$ cat src/logic/fbwg_pkg.sv
`default_nettype none

package fbwg_pkg;

    // -------------------------------------------------------------------------
    // base widths
    // -------------------------------------------------------------------------

    // usb hid keycode, one byte per key
    typedef logic [7:0] key_t;

    // one keyboard report, first key in the top byte
    typedef logic [31:0] keycode_word_t;

    // one bcd digit of the play time
    typedef logic [3:0] digit_t;

    // audio source code toward the sound players
    typedef logic [1:0] audio_sel_t;

    // -------------------------------------------------------------------------
    // grouped signals
    // -------------------------------------------------------------------------

    typedef struct packed {
        key_t water;
        key_t fire;
    } player_keys_t;

    // displayed as m:tu
    typedef struct packed {
        digit_t minutes;
        digit_t tens;
        digit_t units;
    } play_time_t;

    typedef enum logic {
        TMR_RUN     = 1'b0,
        TMR_EXPIRED = 1'b1
    } timer_state_t;

    // -------------------------------------------------------------------------
    // keycodes
    // -------------------------------------------------------------------------

    localparam key_t KEY_NONE  = 8'h00;

    // watergirl moves with wasd
    localparam key_t KEY_W     = 8'h1A;
    localparam key_t KEY_S     = 8'h16;
    localparam key_t KEY_A     = 8'h04;
    localparam key_t KEY_D     = 8'h07;

    // fireboy moves with the arrow keys
    localparam key_t KEY_UP    = 8'h52;
    localparam key_t KEY_DOWN  = 8'h51;
    localparam key_t KEY_LEFT  = 8'h50;
    localparam key_t KEY_RIGHT = 8'h4F;

    // audio source codes
    localparam audio_sel_t AUDIO_BGM  = 2'd0;
    localparam audio_sel_t AUDIO_FAIL = 2'd1;
    localparam audio_sel_t AUDIO_WIN  = 2'd2;
    localparam audio_sel_t AUDIO_MUTE = 2'd3;

endpackage

`default_nettype wire
$ cat src/logic/fbwg_frame_top.sv
`default_nettype none

module fbwg_frame_top
    import fbwg_pkg::*;
#(
    parameter int unsigned FRAMES_PER_SEC = 61,
    parameter int unsigned MINUTES_LIMIT  = 5
)
(
    input  logic          vsync,
    input  logic          reset_ah,

    // keyboard reports from the usb side
    input  keycode_word_t keycode_i,
    input  logic          keycode_stb_i,

    // game status levels
    input  logic          mute_i,
    input  logic          game_won_i,
    input  logic          game_lost_i,

    output player_keys_t  keys_o,
    output audio_sel_t    audio_sel_o,
    output play_time_t    time_o,
    output logic          time_stb_o
);

    play_time_t play_time;
    logic       tick_stb;
    logic       time_out;

    // -------------------------------------------------------------------------
    // input side
    // -------------------------------------------------------------------------

    key_arbiter key_arbiter_i (
        .vsync         (vsync),
        .reset_ah      (reset_ah),
        .keycode_i     (keycode_i),
        .keycode_stb_i (keycode_stb_i),
        .keys_o        (keys_o)
    );

    // -------------------------------------------------------------------------
    // play timer
    // -------------------------------------------------------------------------

    play_timer #(
        .FRAMES_PER_SEC (FRAMES_PER_SEC),
        .MINUTES_LIMIT  (MINUTES_LIMIT)
    ) play_timer_i (
        .vsync       (vsync),
        .reset_ah    (reset_ah),
        .play_time_o (play_time),
        .tick_stb_o  (tick_stb),
        .time_out_o  (time_out)
    );

    // -------------------------------------------------------------------------
    // output side
    // -------------------------------------------------------------------------

    sound_select sound_select_i (
        .vsync       (vsync),
        .reset_ah    (reset_ah),
        .mute_i      (mute_i),
        .game_won_i  (game_won_i),
        .game_lost_i (game_lost_i),
        .time_out_i  (time_out),
        .play_time_i (play_time),
        .tick_stb_i  (tick_stb),
        .audio_sel_o (audio_sel_o),
        .time_o      (time_o),
        .time_stb_o  (time_stb_o)
    );

endmodule

`default_nettype wire

$ cat src/logic/sound_select.sv
`default_nettype none

module sound_select
    import fbwg_pkg::*;
(
    input  logic       vsync,
    input  logic       reset_ah,
    input  logic       mute_i,
    input  logic       game_won_i,
    input  logic       game_lost_i,
    input  logic       time_out_i,
    input  play_time_t play_time_i,
    input  logic       tick_stb_i,
    output audio_sel_t audio_sel_o,
    output play_time_t time_o,
    output logic       time_stb_o
);

    logic       game_failed;
    audio_sel_t audio_next;

    // -------------------------------------------------------------------------
    // audio source priority
    // -------------------------------------------------------------------------

    // player death comes in on game_lost_i, running out of time is the other cause
    assign game_failed = game_lost_i || time_out_i;

    // mute beats everything, a win beats a loss
    always_comb
    begin
        if (mute_i)
        begin
            audio_next = AUDIO_MUTE;
        end
        else if (game_won_i)
        begin
            audio_next = AUDIO_WIN;
        end
        else if (game_failed)
        begin
            audio_next = AUDIO_FAIL;
        end
        else
        begin
            audio_next = AUDIO_BGM;
        end
    end

    // -------------------------------------------------------------------------
    // output registers
    // -------------------------------------------------------------------------

    always_ff @(posedge vsync)
    begin
        if (reset_ah)
        begin
            audio_sel_o <= AUDIO_BGM;
            time_o      <= '0;
            time_stb_o  <= 1'b0;
        end
        else
        begin
            audio_sel_o <= audio_next;
            time_stb_o  <= tick_stb_i;
            // time only moves with its strobe
            if (tick_stb_i)
            begin
                time_o <= play_time_i;
            end
        end
    end

endmodule

`default_nettype wire

$ cat src/logic/play_timer.sv
`default_nettype none

module play_timer
    import fbwg_pkg::*;
#(
    parameter int unsigned FRAMES_PER_SEC = 61,
    parameter int unsigned MINUTES_LIMIT  = 5
)
(
    input  logic       vsync,
    input  logic       reset_ah,
    output play_time_t play_time_o,
    output logic       tick_stb_o,
    output logic       time_out_o
);

    // prescaler sized for the reload value, at least one bit
    localparam int unsigned FRAME_W = (FRAMES_PER_SEC > 1) ? $clog2(FRAMES_PER_SEC) : 1;

    typedef logic [FRAME_W-1:0] frame_cnt_t;

    localparam frame_cnt_t FRAME_RELOAD = frame_cnt_t'(FRAMES_PER_SEC - 1);

    // digit limits
    localparam digit_t UNITS_MAX   = 4'd9;
    localparam digit_t TENS_MAX    = 4'd5;
    localparam digit_t LAST_MINUTE = digit_t'(MINUTES_LIMIT - 1);

    frame_cnt_t   frame_cnt;
    logic         second_done;
    play_time_t   time_q;
    play_time_t   time_d;
    timer_state_t state_q;
    timer_state_t state_d;

    // -------------------------------------------------------------------------
    // frame prescaler
    // -------------------------------------------------------------------------

    // one vsync edge per frame, FRAMES_PER_SEC edges per second
    always_ff @(posedge vsync)
    begin
        if (reset_ah)
        begin
            frame_cnt <= FRAME_RELOAD;
        end
        else if (state_q == TMR_RUN)
        begin
            if (frame_cnt == '0)
            begin
                frame_cnt <= FRAME_RELOAD;
            end
            else
            begin
                frame_cnt <= frame_cnt - 1'b1;
            end
        end
    end

    assign second_done = (frame_cnt == '0) && (state_q == TMR_RUN);

    // -------------------------------------------------------------------------
    // bcd cascade and expiry
    // -------------------------------------------------------------------------

    always_comb
    begin
        time_d  = time_q;
        state_d = state_q;

        if (second_done)
        begin
            if (time_q.units != UNITS_MAX)
            begin
                time_d.units = time_q.units + 1'b1;
            end
            else
            begin
                time_d.units = '0;
                if (time_q.tens != TENS_MAX)
                begin
                    time_d.tens = time_q.tens + 1'b1;
                end
                else
                begin
                    time_d.tens = '0;
                    if (time_q.minutes != LAST_MINUTE)
                    begin
                        time_d.minutes = time_q.minutes + 1'b1;
                    end
                    else
                    begin
                        // limit reached, shows 0:00 and stays there
                        time_d.minutes = '0;
                        state_d        = TMR_EXPIRED;
                    end
                end
            end
        end
    end

    // strobe lines up with the new time value
    always_ff @(posedge vsync)
    begin
        if (reset_ah)
        begin
            time_q     <= '0;
            state_q    <= TMR_RUN;
            tick_stb_o <= 1'b0;
        end
        else
        begin
            time_q     <= time_d;
            state_q    <= state_d;
            tick_stb_o <= second_done;
        end
    end

    assign play_time_o = time_q;
    assign time_out_o  = (state_q == TMR_EXPIRED);

endmodule

`default_nettype wire

$ cat src/logic/key_arbiter.sv
`default_nettype none

module key_arbiter
    import fbwg_pkg::*;
(
    input  logic          vsync,
    input  logic          reset_ah,
    input  keycode_word_t keycode_i,
    input  logic          keycode_stb_i,
    output player_keys_t  keys_o
);

    // report split into key slots, slot 0 holds the top byte
    key_t         key_slot [0:3];
    player_keys_t keys_next;

    // -------------------------------------------------------------------------
    // key classes
    // -------------------------------------------------------------------------

    function automatic logic is_water_key(input key_t key);
        return (key == KEY_W) || (key == KEY_S) ||
               (key == KEY_A) || (key == KEY_D);
    endfunction

    function automatic logic is_fire_key(input key_t key);
        return (key == KEY_UP)   || (key == KEY_DOWN) ||
               (key == KEY_LEFT) || (key == KEY_RIGHT);
    endfunction

    // -------------------------------------------------------------------------
    // first match per player
    // -------------------------------------------------------------------------

    always_comb
    begin
        for (int s = 0; s < 4; s++)
        begin
            key_slot[s] = keycode_i[31 - 8*s -: 8];
        end
    end

    // scan from the last slot up, so an earlier slot overwrites a later one
    // and the top byte wins
    always_comb
    begin
        keys_next.water = KEY_NONE;
        keys_next.fire  = KEY_NONE;

        for (int s = 3; s >= 0; s--)
        begin
            if (is_water_key(key_slot[s]))
            begin
                keys_next.water = key_slot[s];
            end

            // independent of the water search
            if (is_fire_key(key_slot[s]))
            begin
                keys_next.fire = key_slot[s];
            end
        end
    end

    // -------------------------------------------------------------------------
    // output register
    // -------------------------------------------------------------------------

    // only a new report changes the keys, otherwise they hold
    always_ff @(posedge vsync)
    begin
        if (reset_ah)
        begin
            keys_o.water <= KEY_NONE;
            keys_o.fire  <= KEY_NONE;
        end
        else if (keycode_stb_i)
        begin
            keys_o <= keys_next;
        end
    end

endmodule

`default_nettype wire

$ cat config.mk
export PLATFORM = sky130hd
export DESIGN_NAME = fbwg_frame_top
export DESIGN_NICKNAME = d
export VERILOG_FILES = /design/src/logic/fbwg_pkg.sv /design/src/logic/fbwg_frame_top.sv /design/src/logic/sound_select.sv /design/src/logic/play_timer.sv /design/src/logic/key_arbiter.sv
export SDC_FILE = /design/constraint.sdc
export NUM_CORES = 1
export LEC_CHECK = 0
export BUFFER_PORTS_ARGS = -buffer_cell sky130_fd_sc_hd__buf_2
export CORE_UTILIZATION = 55
export CTS_CLUSTER_DIAMETER = 40
export CTS_CLUSTER_SIZE = 24
export DETAILED_ROUTE_END_ITERATION = 10
export HOLD_SLACK_MARGIN = 0.08
export PLACE_DENSITY = 0.85
export SLEW_MARGIN = 0
export SYNTH_ARGS = -nofsm -noshare
export SYNTH_HDL_FRONTEND = slang
export SYNTH_HIERARCHICAL = 1
export SYNTH_SLANG_ARGS = --single-unit
$ cat constraint.sdc
create_clock -name vsync -period 3.95 [get_ports vsync]
set_input_delay 0.1975 -clock vsync [delete_from_list [all_inputs] [get_ports vsync]]
set_output_delay 0.1975 -clock vsync [all_outputs]
set_load 0.01 [all_outputs]
==> flow_summary.ini, run 1 <==
[critical_path]
worstPathRequired_ns = 4.14
worstSetupEndpointType = flip-flop
crit_buf_inv = 1
rr_endpoint = play_timer_i/play_time_o[11]
crit_end = play_timer_i/play_time_o[11]
cp_cell_sequence = inv_1 -> ha_1 -> nor3b_1 -> and4_1 -> nand4_1 -> mux2_1
critPathTopFamily = simple AND/OR/NAND/NOR gates
startpoint = play_timer_i/frame_cnt[0]
crit_fanout = 6
r2r_slack_ns = 2.06
critPathMaxStageDelay_ns = 0.41
startpoint_type = flip-flop
critPathKind = reg2reg
worst-path-stages = 6
worst-r2r-cell-count = 6
arrival_ns = 2.08
r2r-start = play_timer_i/frame_cnt[0]
cp_slowest_cell = and4_1

[layout]
fill_cells = 444
area_growth_pct = 15.0
nets = 444
final_util_pct = 66.1
regArea_um2 = 1020
final_cell_mix = buf_2, dfxtp_1, nor2_1
multiInputGateArea_um2 = 1780
layout.cells.most_common = buf_2
diodes = 0
drive_above_1_share_pct = 21.6

[drt]
drt_iter0_markers = 162
drtPass1Iterations = 4
drtAntennaViolNets = 0
drt-total-wl_um = 6600
vias_per_cell = 5.83
top_layer = met4
drc = 0
vias = 2752
wl_met1_um = 2950
wl_per_cell_um = 14.0
wl_met2_um = 3220
wl_met3_um = 374

[global_routing]
grt_start_max_net_pins = 41
track_usage_pct = 24.3
grt_pass1_vias = 2375
grt_first_pass_wirelength_um = 10500
antenna_found_initial = 0
overflow = 0

[sta]
slew_headroom_pct = 52.2
skew_ns = 0.00459
finalSetupViolCount = 0
drv_slew = 0
finalSetupTns_ns = 0
fmax_ghz = 0.530
fin_crit_sh_pct = 47.8
final-hold-violation-count = 0
worstMarginPinSlew_ns = 0.715
fin_crit_ns = 1.89
rsz0062_at_grt = false

[clock_tree]
clockBufferDepth = 2
clk_latency_ns = 0.30
numCtsBuffers = 5
cts_resized = 0
h-tree-depth = 2
cts_setup_buffers = 0
clk_pin_slew_ns = 0.08
cts_tree = yes
cts.sinks = 51
cts_hold_buf = 0
root_buffer = clkbuf_8

[synth]
avgSynthCellArea_um2 = 8.66
synth_edf_count = 0
synth_seq_cells = 51
synth_area_um2 = 2940
synthCells = 339
ys_seq_area_share_pct = 34.8
synthFlopType = dfxtp_1
yosys_warnings = 6
ys_async_sr_fraction_pct = 0
syn_nets = 381
ys_types = 69

[power]
powerDensity_nw_per_um2 = 300
ir_worst_vdd_mv = 0.143
power_uw = 1010
p_leak_uw = 0.00135

[place]
gp_congestion = 0.893
dp_hpwl_um = 5020
numPortBuffers = 68

[job]
maxCapViolCount = 0

[floorplan]
die_h_um = 75.1
start_util_pct = 57.5
design.core.area_um2 = 5110
die_area_um2 = 5630
num_io_pins = 69
fp.dieW_um = 75.1
std_cell_rows = 26

[hold_path]
min_path_type = in2reg

[run_status]
outcome = completed
==> logic make-up (layout without fill, tap and decap cells) <==
group | after synthesis | in the layout | share of synthesized area, %
mux | 19 | 19 | 6.99
compound gates | 64 | 64 | 15.1
fa+ha+maj | 4 | 4 | 1.71
xor+xnor | 14 | 14 | 4.18
simple gates | 162 | 162 | 32.5
buf+inv | 25 | 88 | 4.69
flops | 51 | 51 | 34.8
==> cells in the mapped netlist, drive strengths merged (2+ instances only) <==
cell	number	area, um2
nor2b	6	37.5
a2111oi	3	32.5
a21o	2	15.0
a211o	3	26.3
a311oi	3	26.3
and2	8	50.1
a22oi	2	15.0
nor4	3	18.8
ha	4	50.1
a31oi	2	12.5
nand3	9	45.0
a21oi	16	80.1
nand4	9	56.3
o21ai	12	60.1
mux2	2	22.5
nor3b	5	48.8
nand2b	6	37.5
xor2	9	78.8
clkbuf	6	22.5
and4b	3	30.0
xnor2	5	43.8
a311o	3	30.0
o211ai	3	22.5
dfxtp	51	1020
nor4bb	3	30.0
nor3	10	55.1
o221ai	2	17.5
a211oi	2	15.0
nor2	45	169
nor4b	5	73.8
or3b	3	28.8
inv	13	48.8
nand3b	6	45.0
mux2i	17	183
and3b	2	17.5
nand2	24	90.1
and3	4	26.3
buf	6	66.3
nand4b	3	26.3
and4	2	17.5
==> tightest hold or removal path, cell delays in order <==
cell and delay [ns]:
buf_2 0.08, nor2_1 0.04, nor2_1 0.07
==> power by group <==
part	internal, uW	leakage [uW]	switching (uW)
clock	186	0.0000513	160
combinational	54.8	0.000890	75.2
sequential	525	0.000413	11.5
total	765	0.00135	247
==> metal layers <==
layer / vias up / track usage [%]
met4: 0 / 8.18
met3: 6 / 5.09
met2: 95 / 41.9
met1: 1290 / 30.0
met5: - / 0
li1: 1361 / -
==> worst min path at each step <==
stage,from,slack (ns),endpoint,cells after the start
floorplan,reset_ah,0.27,sound_select_i/audio_sel_o[0],1
global placement,game_won_i,0.43,sound_select_i/audio_sel_o[1],3
detailed placement,game_won_i,0.44,sound_select_i/audio_sel_o[1],3
CTS,mute_i,0.13,sound_select_i/audio_sel_o[1],3
global route,mute_i,0.14,sound_select_i/audio_sel_o[0],3
finish,mute_i,0.12,sound_select_i/audio_sel_o[1],3
==> registers in the layout, summed over array words and instances, names as in the netlist <==
register / count
play_timer_i/play_time_o: 12
sound_select_i/audio_sel_o: 2
play_timer_i/frame_cnt: 6
play_timer_i/tick_stb_o: 1
key_arbiter_i/keys_o: 16
sound_select_i/time_o: 12
sound_select_i/time_stb_o: 1
play_timer_i/time_out_o: 1
==> metrics by stage <==
| stage | area [um2] | hold slack [ns] | cells | setup WS (ns) |
|---|---|---|---|---|
| final | 3380 | 0.124 | 472 | 2.06 |
| after global routing | 3380 | 0.136 | 472 | 2.01 |
| after CTS | 3380 | 0.126 | 472 | 2.10 |
| after detailed placement | 3270 | 0.443 | 465 | 1.97 |
| after global placement | 3270 | 0.432 | 465 | 2.03 |
| after floorplan | 2940 | 0.267 | 339 | 2.37 |
==> area by class of cell <==
type                    instances  area share, %
repair buffers                 68           10.1
flip-flops and latches         51           30.2
clock inverters                 1          0.889
multi-input cells             263           52.6
well taps                      70           2.59
clock buffers                   6           2.15
inverters                      13           1.44
(Power assumes the default switching activity.)
==> run 2, diff against run 1 <==
CORE_UTILIZATION = 54   (was 55)
PLACE_DENSITY = 0.84   (was 0.85)
clock period = 1.8 ns   (was 3.95 ns; I/O delays follow)
==> flow_summary.ini, run 2 (same netlist as run 1, synthesis figures left out) <==
[run_status]
outcome = completed

[global_routing]
overflow = 0
grt_pass1_vias = 2569
antenna_found_initial = 0
grt_start_max_net_pins = 37
track_usage_pct = 24.5
grt_first_pass_wirelength_um = 10800

[clock_tree]
cts.sinks = 51
clockBufferDepth = 2
clk_latency_ns = 0.30
root_buffer = clkbuf_8
h-tree-depth = 2
clk_pin_slew_ns = 0.09
numCtsBuffers = 5
cts_tree = yes

[hold_path]
min_path_type = in2reg

[critical_path]
startpoint_type = flip-flop
worstPathRequired_ns = 2.00
crit_fanout = 6
critPathKind = reg2reg
arrival_ns = 1.91
r2r_slack_ns = 0.09
worstSetupEndpointType = flip-flop

[sta]
fin_crit_ns = 1.71
slew_headroom_pct = 61.6
drv_slew = 0
rsz0062_at_grt = false
skew_ns = 0.00959
finalSetupTns_ns = 0
fmax_ghz = 0.586
fin_crit_sh_pct = 94.8
final-hold-violation-count = 0
worstMarginPinSlew_ns = 0.561
finalSetupViolCount = 0

[floorplan]
die_h_um = 75.7
start_util_pct = 56.7
num_io_pins = 69
die_area_um2 = 5730
design.core.area_um2 = 5170
std_cell_rows = 26
fp.dieW_um = 75.7

[place]
numPortBuffers = 68
dp_hpwl_um = 5110
place_area_um2 = 3360
gp_congestion = 0.898

[drt]
drt-total-wl_um = 6730
drtAntennaViolNets = 0
drtPass1Iterations = 5
drt_iter0_markers = 134
vias = 2816
vias_per_cell = 5.76
wl_per_cell_um = 13.8
drc = 0

[layout]
diodes = 0
largest_reg_flops = 16
top_register = key_arbiter_i/keys_o
fin_area_um2 = 3530
fill_cells = 396
drive_above_1_share_pct = 24.3
final_cell_mix = buf_2, dfxtp_1, nor2_1
layout.cells.most_common = buf_2
nets = 460
area_growth_pct = 20.2

[power]
ir_worst_vdd_mv = 0.371
power_uw = 2320
p_leak_uw = 0.00144
powerDensity_nw_per_um2 = 657

[job]
maxCapViolCount = 0
==> run 2: path summary, 6_finish.rpt <==
kind                        startpoint                           end  cells past startpoint
max reg2reg  play_timer_i/frame_cnt[0]  play_timer_i/play_time_o[11]                      6
max          play_timer_i/frame_cnt[0]  play_timer_i/play_time_o[11]                      6
min                      keycode_i[24]       key_arbiter_i/keys_o[0]                      3
min reg2reg   key_arbiter_i/keys_o[15]      key_arbiter_i/keys_o[15]                      1
==> run 2: report_power, final <==
part           internal [uW]  total (uW)  switching, uW  leakage (uW)
clock                    457         839            381     0.0000618
sequential              1150        1180           26.8      0.000413
combinational            131         300            169      0.000970
total                   1740        2320            577       0.00144
==> run 2: per-stage QoR <==
stage               instances  hold WS [ns]  util [%]  setup WS [ns]
floorplan                 339         0.159         -          0.215
global placement          476         0.310      64.9          0.113
detailed placement        476         0.323      64.9         0.0756
CTS                       488         0.114      68.0         0.0543
global route              489         0.140      68.2        0.00282
finish                    489         0.127      68.2         0.0937
==> run 2: final cells by class <==
cell class                 count  area [um2]  share of cell area (%)
sequential                    51        1020                    28.9
timing repair buffer          84         470                    13.3
multi-input combinational    263        1780                    50.4
tap                           70        87.6                    2.48
clock inverter                 2        38.8                    1.10
inverter                      13        48.8                    1.38
clock buffer                   6        82.6                    2.34
==> run 2: repair_timing <==
| action | 4_1_cts | 5_1_grt |
|---|---|---|
| resized for setup | 0 | 1 |
| endpoints found under the hold margin | 2 | 0 |
| hold buffers | 4 | 0 |
| setup buffers | 0 | 1 |
| endpoints found under the setup margin | 0 | 2 |
==> run 2: per-layer routing <==
layer	wire length, um	global-route usage, %
met2	3180	43.3
met4	108	9.47
met3	361	4.23
met1	3080	29.8
met5	0	0
==> run 2: worst max-delay path, stage by stage, from the launching register on <==
cell and delay, ns:
dfxtp_1 0.34, inv_1 0.09, ha_1 0.16, nor3b_1 0.23, and4_2 0.35, nand4_1 0.13, mux2_1 0.32
